[config.mk]
export PLATFORM = sky130hd
export DESIGN_NAME = trace_lb_top
export DESIGN_NICKNAME = d
export VERILOG_FILES = /design/src/hw/lb_pkg.sv /design/src/hw/trace_pkg.sv /design/src/hw/trace_run_encoder.sv /design/src/hw/trace_store.sv /design/src/hw/lb_read_mux.sv /design/src/hw/status_leds.sv /design/src/hw/trace_lb_top.sv
export SDC_FILE = /design/constraint.sdc
export NUM_CORES = 2
export LEC_CHECK = 0
export BUFFER_PORTS_ARGS = -buffer_cell sky130_fd_sc_hd__buf_2
export CAP_MARGIN = 30
export CORE_MARGIN = 3
export CORE_UTILIZATION = 45
export CTS_BUF_LIST = sky130_fd_sc_hd__clkbuf_16
export DETAILED_ROUTE_END_ITERATION = 10
export GPL_ROUTABILITY_DRIVEN = 0
export PLACE_DENSITY = 0.61
export SYNTH_ARGS = -nofsm -noshare
export SYNTH_HDL_FRONTEND = slang
export SYNTH_HIERARCHICAL = 1
export SYNTH_SLANG_ARGS = --single-unit
[constraint.sdc]
create_clock -name lb_clk -period 10.6 [get_ports lb_clk]
set_clock_uncertainty 0.2 [all_clocks]
set_input_delay 0.53 -clock lb_clk [delete_from_list [all_inputs] [get_ports lb_clk]]
set_output_delay 0.53 -clock lb_clk [all_outputs]
set_load 0.03 [all_outputs]
[src/hw/lb_pkg.sv]
// Local-bus definitions
// Bus widths, register and memory address map, read latency
`default_nettype none

package lb_pkg;

   // ------------------------------
   // Bus widths
   // ------------------------------
   localparam int LB_AW = 24;
   localparam int LB_DW = 32;

   // One bus address and one bus data word
   typedef logic [LB_AW-1:0] lb_addr_t;
   typedef logic [LB_DW-1:0] lb_data_t;

   // ------------------------------
   // Address map
   // ------------------------------
   // Read-only status register
   localparam lb_addr_t LB_ADDR_STATUS   = 24'd0;
   // Control register, bit 0 arms the trace
   localparam lb_addr_t LB_ADDR_CTRL     = 24'd1;
   // Trace memory window, aligned to its own size
   localparam lb_addr_t LB_ADDR_MEM_BASE = 24'd256;

   // Status word layout
   localparam int LB_STAT_RUN_BIT   = 0;
   localparam int LB_STAT_FULL_BIT  = 1;
   localparam int LB_STAT_COUNT_LSB = 8;

   // Strobe to valid read data, in lb_clk cycles
   localparam int LB_READ_LAT = 2;

endpackage

`default_nettype wire

[src/hw/trace_pkg.sv]
// Trace scope definitions
// Sample, run length and record widths, memory depth, store FSM states
`default_nettype none

package trace_pkg;

   // ------------------------------
   // Widths and depth
   // ------------------------------
   localparam int TRACE_DW    = 16;
   // Run length width, longest run is 255
   localparam int TRACE_TW    = 8;
   localparam int TRACE_AW    = 6;
   // 64 records
   localparam int TRACE_DEPTH = 2**TRACE_AW;
   // Record is run length on top of the value
   localparam int TRACE_RW    = TRACE_TW + TRACE_DW;

   typedef logic [TRACE_DW-1:0] trace_data_t;
   typedef logic [TRACE_TW-1:0] trace_run_t;
   typedef logic [TRACE_RW-1:0] trace_rec_t;
   typedef logic [TRACE_AW-1:0] trace_addr_t;
   // One extra bit so a full memory count of 64 fits
   typedef logic [TRACE_AW:0]   trace_count_t;

   // Saturation point of the run counter
   localparam trace_run_t TRACE_RUN_MAX = '1;

   // ------------------------------
   // Store FSM
   // ------------------------------
   typedef enum logic [1:0] {
      ST_IDLE,
      ST_RUN,
      ST_FULL
   } store_state_t;

endpackage

`default_nettype wire

[src/hw/trace_run_encoder.sv]
// Trace run-length encoder
// Compares each sample with the held one and emits one record
// per run of equal values, or per 255-cycle chunk of a long run
`timescale 1ns/1ns
`default_nettype none

module trace_run_encoder (
   input  logic                   lb_clk,
   input  logic                   i_arst_n,
   input  logic                   i_arm,
   input  trace_pkg::trace_data_t i_sample,
   output logic                   o_rec_valid,
   output trace_pkg::trace_rec_t  o_rec
);
   import trace_pkg::*;

   trace_data_t held;
   trace_run_t  run_cnt;
   logic        active;
   logic        same;
   logic        at_max;
   logic        close_run;

   // ------------------------------
   // Run detection
   // ------------------------------
   assign same   = (i_sample == held);
   assign at_max = (run_cnt == TRACE_RUN_MAX);
   // Value changed or counter saturated
   assign close_run = active && !i_arm && (!same || at_max);

   // Control state
   always_ff @(posedge lb_clk or negedge i_arst_n) begin
      if (!i_arst_n) begin
         active      <= 1'b0;
         run_cnt     <= '0;
         o_rec_valid <= 1'b0;
      end else begin
         // Record strobe lasts one cycle
         o_rec_valid <= close_run;
         if (i_arm) begin
            // Arm cycle sample opens the first run
            active  <= 1'b1;
            run_cnt <= trace_run_t'(1);
         end else if (close_run) begin
            run_cnt <= trace_run_t'(1);
         end else if (active) begin
            run_cnt <= run_cnt + trace_run_t'(1);
         end
      end
   end

   // Held value and outgoing record
   always_ff @(posedge lb_clk) begin
      if (i_arm || close_run) begin
         held <= i_sample;
      end
      if (close_run) begin
         o_rec <= {run_cnt, held};
      end
   end

   // ------------------------------
   // Checks
   // ------------------------------
   // An emitted record always carries at least one sample
   a_rec_len_nonzero : assert property (
      @(posedge lb_clk) disable iff (!i_arst_n)
      o_rec_valid |-> (o_rec[TRACE_RW-1 -: TRACE_TW] != '0)
   );

endmodule

`default_nettype wire

[src/hw/trace_store.sv]
// Trace record store
// Arming FSM, write address and record count, plus the
// 64-entry record memory with a registered read port
`timescale 1ns/1ns
`default_nettype none

module trace_store (
   input  logic                    lb_clk,
   input  logic                    i_arst_n,
   input  logic                    i_arm,
   input  logic                    i_rec_valid,
   input  trace_pkg::trace_rec_t   i_rec,
   input  trace_pkg::trace_addr_t  i_rd_addr,
   output trace_pkg::trace_rec_t   o_rd_data,
   output trace_pkg::store_state_t o_state,
   output trace_pkg::trace_count_t o_rec_count
);
   import trace_pkg::*;

   store_state_t state;
   trace_addr_t  wr_addr;
   trace_count_t rec_count;
   trace_rec_t   mem [TRACE_DEPTH];
   logic         wr_en;
   logic         last_wr;

   // Records only land while running, a coincident arm wins
   assign wr_en   = i_rec_valid && (state == ST_RUN) && !i_arm;
   assign last_wr = wr_en && (rec_count == trace_count_t'(TRACE_DEPTH - 1));

   // ------------------------------
   // FSM and write pointer
   // ------------------------------
   always_ff @(posedge lb_clk or negedge i_arst_n) begin
      if (!i_arst_n) begin
         state     <= ST_IDLE;
         wr_addr   <= '0;
         rec_count <= '0;
      end else if (i_arm) begin
         // Re-arm from any state restarts at index 0
         state     <= ST_RUN;
         wr_addr   <= '0;
         rec_count <= '0;
      end else begin
         case (state)
            ST_RUN: begin
               if (wr_en) begin
                  wr_addr   <= wr_addr + trace_addr_t'(1);
                  rec_count <= rec_count + trace_count_t'(1);
               end
               // Memory full after the 64th write
               if (last_wr) begin
                  state <= ST_FULL;
               end
            end
            ST_FULL: begin
               // Hold contents until re-armed
               state <= ST_FULL;
            end
            default: begin
               state <= ST_IDLE;
            end
         endcase
      end
   end

   // ------------------------------
   // Record memory
   // ------------------------------
   always_ff @(posedge lb_clk) begin
      if (wr_en) begin
         mem[wr_addr] <= i_rec;
      end
      // One cycle read latency
      o_rd_data <= mem[i_rd_addr];
   end

   assign o_state     = state;
   assign o_rec_count = rec_count;

   // ------------------------------
   // Checks
   // ------------------------------
   // Every write finds a free slot, none once the memory is full
   a_no_write_full : assert property (
      @(posedge lb_clk) disable iff (!i_arst_n)
      wr_en |-> (rec_count < trace_count_t'(TRACE_DEPTH))
   );

   // Count never passes the memory depth
   a_count_bound : assert property (
      @(posedge lb_clk) disable iff (!i_arst_n)
      rec_count <= trace_count_t'(TRACE_DEPTH)
   );

endmodule

`default_nettype wire

[src/hw/lb_read_mux.sv]
// Local-bus decode and readout
// Decodes bus accesses, issues the trace arm pulse and returns
// the status word or a trace memory record after two cycles
`timescale 1ns/1ns
`default_nettype none

module lb_read_mux (
   input  logic                    lb_clk,
   input  logic                    i_arst_n,
   input  logic                    i_lb_valid,
   input  logic                    i_lb_rnw,
   input  lb_pkg::lb_addr_t        i_lb_addr,
   input  lb_pkg::lb_data_t        i_lb_wdata,
   input  logic                    i_lb_renable,
   input  trace_pkg::store_state_t i_state,
   input  trace_pkg::trace_count_t i_rec_count,
   input  trace_pkg::trace_rec_t   i_mem_data,
   output trace_pkg::trace_addr_t  o_mem_addr,
   output logic                    o_arm,
   output logic                    o_rd_pulse,
   output lb_pkg::lb_data_t        o_lb_rdata
);
   import lb_pkg::*;
   import trace_pkg::*;

   logic     rd_stb;
   logic     wr_stb;
   logic     hit_status;
   logic     hit_ctrl;
   logic     hit_mem;
   logic     rd_q1;
   logic     sel_status_q1;
   logic     sel_mem_q1;
   lb_data_t status_word;
   lb_data_t mem_word;

   // ------------------------------
   // Address decode
   // ------------------------------
   assign rd_stb     = i_lb_valid && i_lb_rnw && i_lb_renable;
   assign wr_stb     = i_lb_valid && !i_lb_rnw;
   assign hit_status = (i_lb_addr == LB_ADDR_STATUS);
   assign hit_ctrl   = (i_lb_addr == LB_ADDR_CTRL);
   // Window is size aligned, so upper bits pick it
   assign hit_mem    = (i_lb_addr[LB_AW-1:TRACE_AW] == LB_ADDR_MEM_BASE[LB_AW-1:TRACE_AW]);

   // Memory sees the address during the strobe cycle
   assign o_mem_addr = i_lb_addr[TRACE_AW-1:0];

   // Stage one registers the region and the control write
   always_ff @(posedge lb_clk or negedge i_arst_n) begin
      if (!i_arst_n) begin
         rd_q1         <= 1'b0;
         sel_status_q1 <= 1'b0;
         sel_mem_q1    <= 1'b0;
         o_arm         <= 1'b0;
      end else begin
         rd_q1         <= rd_stb;
         sel_status_q1 <= rd_stb && hit_status;
         sel_mem_q1    <= rd_stb && hit_mem;
         // Arm fires the cycle after the write strobe
         o_arm         <= wr_stb && hit_ctrl && i_lb_wdata[0];
      end
   end

   // Read activity for the LED stretcher
   assign o_rd_pulse = rd_q1;

   // ------------------------------
   // Data select
   // ------------------------------
   always_comb begin
      status_word = '0;
      status_word[LB_STAT_RUN_BIT]  = (i_state == ST_RUN);
      status_word[LB_STAT_FULL_BIT] = (i_state == ST_FULL);
      status_word[LB_STAT_COUNT_LSB +: TRACE_AW+1] = i_rec_count;
   end

   // Record zero-extended to the bus width
   assign mem_word = lb_data_t'(i_mem_data);

   // Stage two, value holds until the next read
   always_ff @(posedge lb_clk or negedge i_arst_n) begin
      if (!i_arst_n) begin
         o_lb_rdata <= '0;
      end else if (rd_q1) begin
         if (sel_status_q1) begin
            o_lb_rdata <= status_word;
         end else if (sel_mem_q1) begin
            o_lb_rdata <= mem_word;
         end else begin
            // Control and unmapped addresses
            o_lb_rdata <= '0;
         end
      end
   end

   // ------------------------------
   // Checks
   // ------------------------------
   // Bus never delivers back-to-back arm writes
   a_arm_single : assert property (
      @(posedge lb_clk) disable iff (!i_arst_n)
      o_arm |=> !o_arm
   );

   // Unmapped reads return zero at the bus latency
   a_unmapped_zero : assert property (
      @(posedge lb_clk) disable iff (!i_arst_n)
      rd_stb && !hit_status && !hit_mem |-> ##LB_READ_LAT (o_lb_rdata == '0)
   );

endmodule

`default_nettype wire

[src/hw/status_leds.sv]
// Board status LEDs
// Full and running flags, stretched bus read activity, heartbeat
`timescale 1ns/1ns
`default_nettype none

module status_leds #(
   parameter int HB_BIT = 24
) (
   input  logic                    lb_clk,
   input  logic                    i_arst_n,
   input  trace_pkg::store_state_t i_state,
   input  logic                    i_rd_pulse,
   output logic [3:0]              o_led
);
   import trace_pkg::*;

   logic [HB_BIT:0] hb_cnt;
   logic [7:0]      rd_stretch;

   // Free-running heartbeat and read pulse stretcher
   always_ff @(posedge lb_clk or negedge i_arst_n) begin
      if (!i_arst_n) begin
         hb_cnt     <= '0;
         rd_stretch <= '0;
      end else begin
         hb_cnt <= hb_cnt + 1'b1;
         // Reload on every read, 255 cycles lit
         if (i_rd_pulse) begin
            rd_stretch <= '1;
         end else if (rd_stretch != '0) begin
            rd_stretch <= rd_stretch - 1'b1;
         end
      end
   end

   // LED[3] running, LED[2] heartbeat, LED[1] bus read, LED[0] full
   assign o_led = {(i_state == ST_RUN), hb_cnt[HB_BIT], (rd_stretch != '0), (i_state == ST_FULL)};

endmodule

`default_nettype wire

[src/hw/trace_lb_top.sv]
// Trace scope local-bus subsystem
// Run encoder, record store and bus readout in a row,
// with the status LEDs alongside
`timescale 1ns/1ns
`default_nettype none

module trace_lb_top #(
   parameter int HB_BIT = 24
) (
   input  logic                   lb_clk,
   input  logic                   i_arst_n,
   input  logic                   i_lb_valid,
   input  logic                   i_lb_rnw,
   input  lb_pkg::lb_addr_t       i_lb_addr,
   input  lb_pkg::lb_data_t       i_lb_wdata,
   input  logic                   i_lb_renable,
   output lb_pkg::lb_data_t       o_lb_rdata,
   input  trace_pkg::trace_data_t i_trace_data,
   output logic [3:0]             o_led
);
   import trace_pkg::*;

   // ------------------------------
   // Stage links
   // ------------------------------
   logic         arm_stb;
   logic         rec_valid;
   trace_rec_t   rec_data;
   store_state_t store_state;
   trace_count_t rec_count;
   trace_rec_t   mem_rd_data;
   trace_addr_t  mem_rd_addr;
   logic         rd_pulse;

   // Sample stream to run records
   trace_run_encoder i_trace_run_encoder (
      .lb_clk      (lb_clk),
      .i_arst_n    (i_arst_n),
      .i_arm       (arm_stb),
      .i_sample    (i_trace_data),
      .o_rec_valid (rec_valid),
      .o_rec       (rec_data)
   );

   // Record memory and arming FSM
   trace_store i_trace_store (
      .lb_clk      (lb_clk),
      .i_arst_n    (i_arst_n),
      .i_arm       (arm_stb),
      .i_rec_valid (rec_valid),
      .i_rec       (rec_data),
      .i_rd_addr   (mem_rd_addr),
      .o_rd_data   (mem_rd_data),
      .o_state     (store_state),
      .o_rec_count (rec_count)
   );

   // Host access over the bridge bus
   lb_read_mux i_lb_read_mux (
      .lb_clk       (lb_clk),
      .i_arst_n     (i_arst_n),
      .i_lb_valid   (i_lb_valid),
      .i_lb_rnw     (i_lb_rnw),
      .i_lb_addr    (i_lb_addr),
      .i_lb_wdata   (i_lb_wdata),
      .i_lb_renable (i_lb_renable),
      .i_state      (store_state),
      .i_rec_count  (rec_count),
      .i_mem_data   (mem_rd_data),
      .o_mem_addr   (mem_rd_addr),
      .o_arm        (arm_stb),
      .o_rd_pulse   (rd_pulse),
      .o_lb_rdata   (o_lb_rdata)
   );

   status_leds #(
      .HB_BIT (HB_BIT)
   ) i_status_leds (
      .lb_clk     (lb_clk),
      .i_arst_n   (i_arst_n),
      .i_state    (store_state),
      .i_rd_pulse (rd_pulse),
      .o_led      (o_led)
   );

endmodule

`default_nettype wire

==> results_dict.tcl <==
set metrics [dict create \
    status "finished, final reports clean" \
    layout_min_cycle_time_ps 3690 \
    fin_hold_ws_ps 77.8 \
    multi_input_area_sq_mm 0.0145 \
    synth-edff-count 1576 \
    drt_first_iter_violations 3360 \
    synth_ff_type "edfxtp_1" \
    grt_pass1_vias 32500 \
    grt-ovfl-total 0 \
    hold_viol_final 0 \
    wirelength_met1_um 68800 \
    end_kind "flip-flop" \
    htreeDepth 4 \
    synth-seq-area-share_pct 76.2 \
    synth_mux_area_share_pct 14.3 \
    clk_pin_slew_ps 60 \
    cp_max_fo 90 \
    clock_latency_ps 790 \
    met2_length_um 70400 \
    worst-setup-path-type "primary input to flip-flop" \
    io_pins 113 \
    tritoncts "yes" \
    core_sq_mm 0.144 \
    min_period_over_period_pct 34.8 \
    wl_per_cell_um 28.1 \
    io_buffers 73 \
    comb_power_share_pct 3.6 \
    fmax_mhz 271 \
    finalSetupViolCount 0 \
    synth_fa_ha_area_share_pct 0.134 \
    row_count 139 \
    utilization_pct 51.4 \
    hp-class "primary input to async pin" \
    crit_arrival_ps 4210 \
    grt_pass1_wl_um 226000 \
    drive_gt1_share_pct 25.2 \
    grt_use_total_pct 20.6 \
    vias 32300 \
    synth_cell_types 74 \
    viasPerCell 5.87 \
    synth_area_per_cell_sq_um 20.2 \
    wl_met3_um 11500 \
    switching_power_uw 2800 \
    p_leak_uw 0.0258 \
    most-common-layout-cells "edfxtp_1 (1,576), mux4_2 (286), mux2i_1 (206), clkbuf_16 (177), buf_4 (118)" \
    ff_latch_area_sq_mm 0.0500 \
    synth_top_family_by_area "multiplexers" \
    async_flop_share_pct 5.10 \
    intPower_uw 10700 \
    yosysWarnings 6 \
    cp.required_ps 11110 \
    syn_area_sq_mm 0.0656 \
    total_power_uw 13500 \
    switching_share_pct 20.7 \
    grt_max_degree 91 \
    die_area_sq_mm 0.150 \
    drcViolationCount 0 \
    cts_buffer_depth 3 \
    rsz0062_at_grt "no" \
    num_antenna_cells 0 \
    ir_drop_mv 0.144 \
    worst_slew_pin_slew_ps 1060 \
    synth_compound_area_share_pct 3.69 \
    clkSinkCount 1686 \
    mostFrequentLayoutCell "edfxtp_1" \
    cts_setup_buffers 0 \
    firstDrtPassIters 8 \
    tns_ps 0 \
    netlist_instances 3249 \
    dieHeight_um 388 \
    p_seq_share_pct 53.5 \
    layout.nets 3541 \
    pwr-share-clk_pct 42.9 \
    root_buffer "clkbuf_16" \
    drv_slew 0 \
    synthXorXnorAreaFrac_pct 0.695 \
    hpwl_um 82900 \
    die_w_um 388 \
    synth-seq-cells 1686 \
    power_density_mw_per_mm2 182 \
    slew_headroom_pct 29.4 \
    n_fill_cell 11300 \
    cts_buffers 173 \
    maxUsedRoutingLayer "met4" \
    synth_simple_gate_area_share_pct 2.90 \
    max_cap_viol_count 0 \
    wirelength_um 154000 \
    initial_utilization_pct 45.5 \
    worst_setup_path_start_kind "primary input" \
    ant_nets 0 \
    syn_to_final_growth_pct 13.0 \
    antenna_found_initial 3 \
]
==> timing repair <==
| action | 4_1_cts | 5_1_grt |
|---|---|---|
| hold endpoints to repair | 43 | 0 |
| gates resized for setup | 0 | 0 |
| hold buffers | 28 | 0 |
==> routing by layer <==
layer / track usage [%] / vias to the layer above
li1: - / 13700
met1: 31.1 / 17100
met2: 31.1 / 1218
met3: 3.50 / 214
met4: 6.02 / 0
met5: 0 / -
==> metrics by stage <==
step | std cells | area, sq um | worst slack [ps]
after floorplan | 3256 | 65600 | 7120
after global placement | 5152 | 68200 | 6080
after detailed placement | 5157 | 68400 | 6090
after CTS | 5499 | 74100 | 6920
after global routing | 5499 | 74100 | 6730
final | 5499 | 74100 | 6910
==> final cells by class <==
type | count | share of cell area (%)
multi-input cells | 1356 | 19.6
repair buffers | 224 | 2.35
clock buffers | 177 | 5.98
flip-flops and latches | 1686 | 67.4
clock inverters | 137 | 1.38
well taps | 1903 | 3.21
inverters | 16 | 0.0828
==> Yosys cell counts (31+ instances only) <==
cell         n  share of area [%]
a21oi_1     86               0.66
a221oi_1    38               0.51
a22oi_1     52               0.60
buf_2       50               0.38
buf_4       45               0.52
clkbuf_1    65               0.37
dfrtp_1     86                3.3
edfxtp_1  1576                 72
mux2_2      74                1.3
mux2i_1    206                3.1
mux4_2     286                9.8
nand2_1    110               0.63
nor2_1     131               0.75
xnor2_1     31               0.41
==> cell families after synthesis <==
family          Yosys count
compound gates          332
other cells               1
fa+ha+maj                 7
xor+xnor                 52
simple gates            389
flops                  1686
mux                     568
buf+inv                 214
==> registers in the layout (all words and copies together), names as in the netlist, 2 cells and up <==
register,cells
i_trace_store/o_rd_data,24
i_trace_store/o_rec_count,7
i_status_leds/rd_stretch,8
i_lb_read_mux/o_lb_rdata,24
i_status_leds/hb_cnt,25
i_trace_run_encoder/run_cnt,8
i_trace_run_encoder/o_rec,24
i_trace_store/o_state,2
i_trace_store/wr_addr,6
i_trace_store/mem,1536
i_trace_run_encoder/held,16
==> worst max-delay path, cell delays in order <==
cell and delay (ps):
buf_8 660, buf_12 530, buf_4 630, mux4_2 330, mux2_2 170, a21oi_1 100
a31oi_1 770, and3_1 270
==> power by group through the flow <==
stage	clock network, uW	registers (uW)	logic, uW
2_1_floorplan	0	7360	331
3_3_place_gp	0	7360	478
3_5_place_dp	0	7360	481
4_1_cts	5920	7230	488
5_1_grt	6190	7220	516
6_report	5790	7230	484
==> worst paths after layout <==
check	start	to	slack, ps	cells after the start
min reg2reg	i_status_leds/hb_cnt[11]	i_status_leds/hb_cnt[11]	260	1
max in group asynchronous	i_arst_n	i_status_leds/hb_cnt[17]	8880	3
min in group lb_clk	i_status_leds/hb_cnt[11]	i_status_leds/hb_cnt[11]	260	1
max	i_lb_addr[1]	i_trace_store/o_rd_data[10]	6910	8
min	i_arst_n	i_trace_store/wr_addr[2]	80	2
max reg2reg	i_trace_store/o_state[1]	i_trace_store/mem[16][14]	7030	7
No activity file was read; power rests on OpenSTA's default activity.
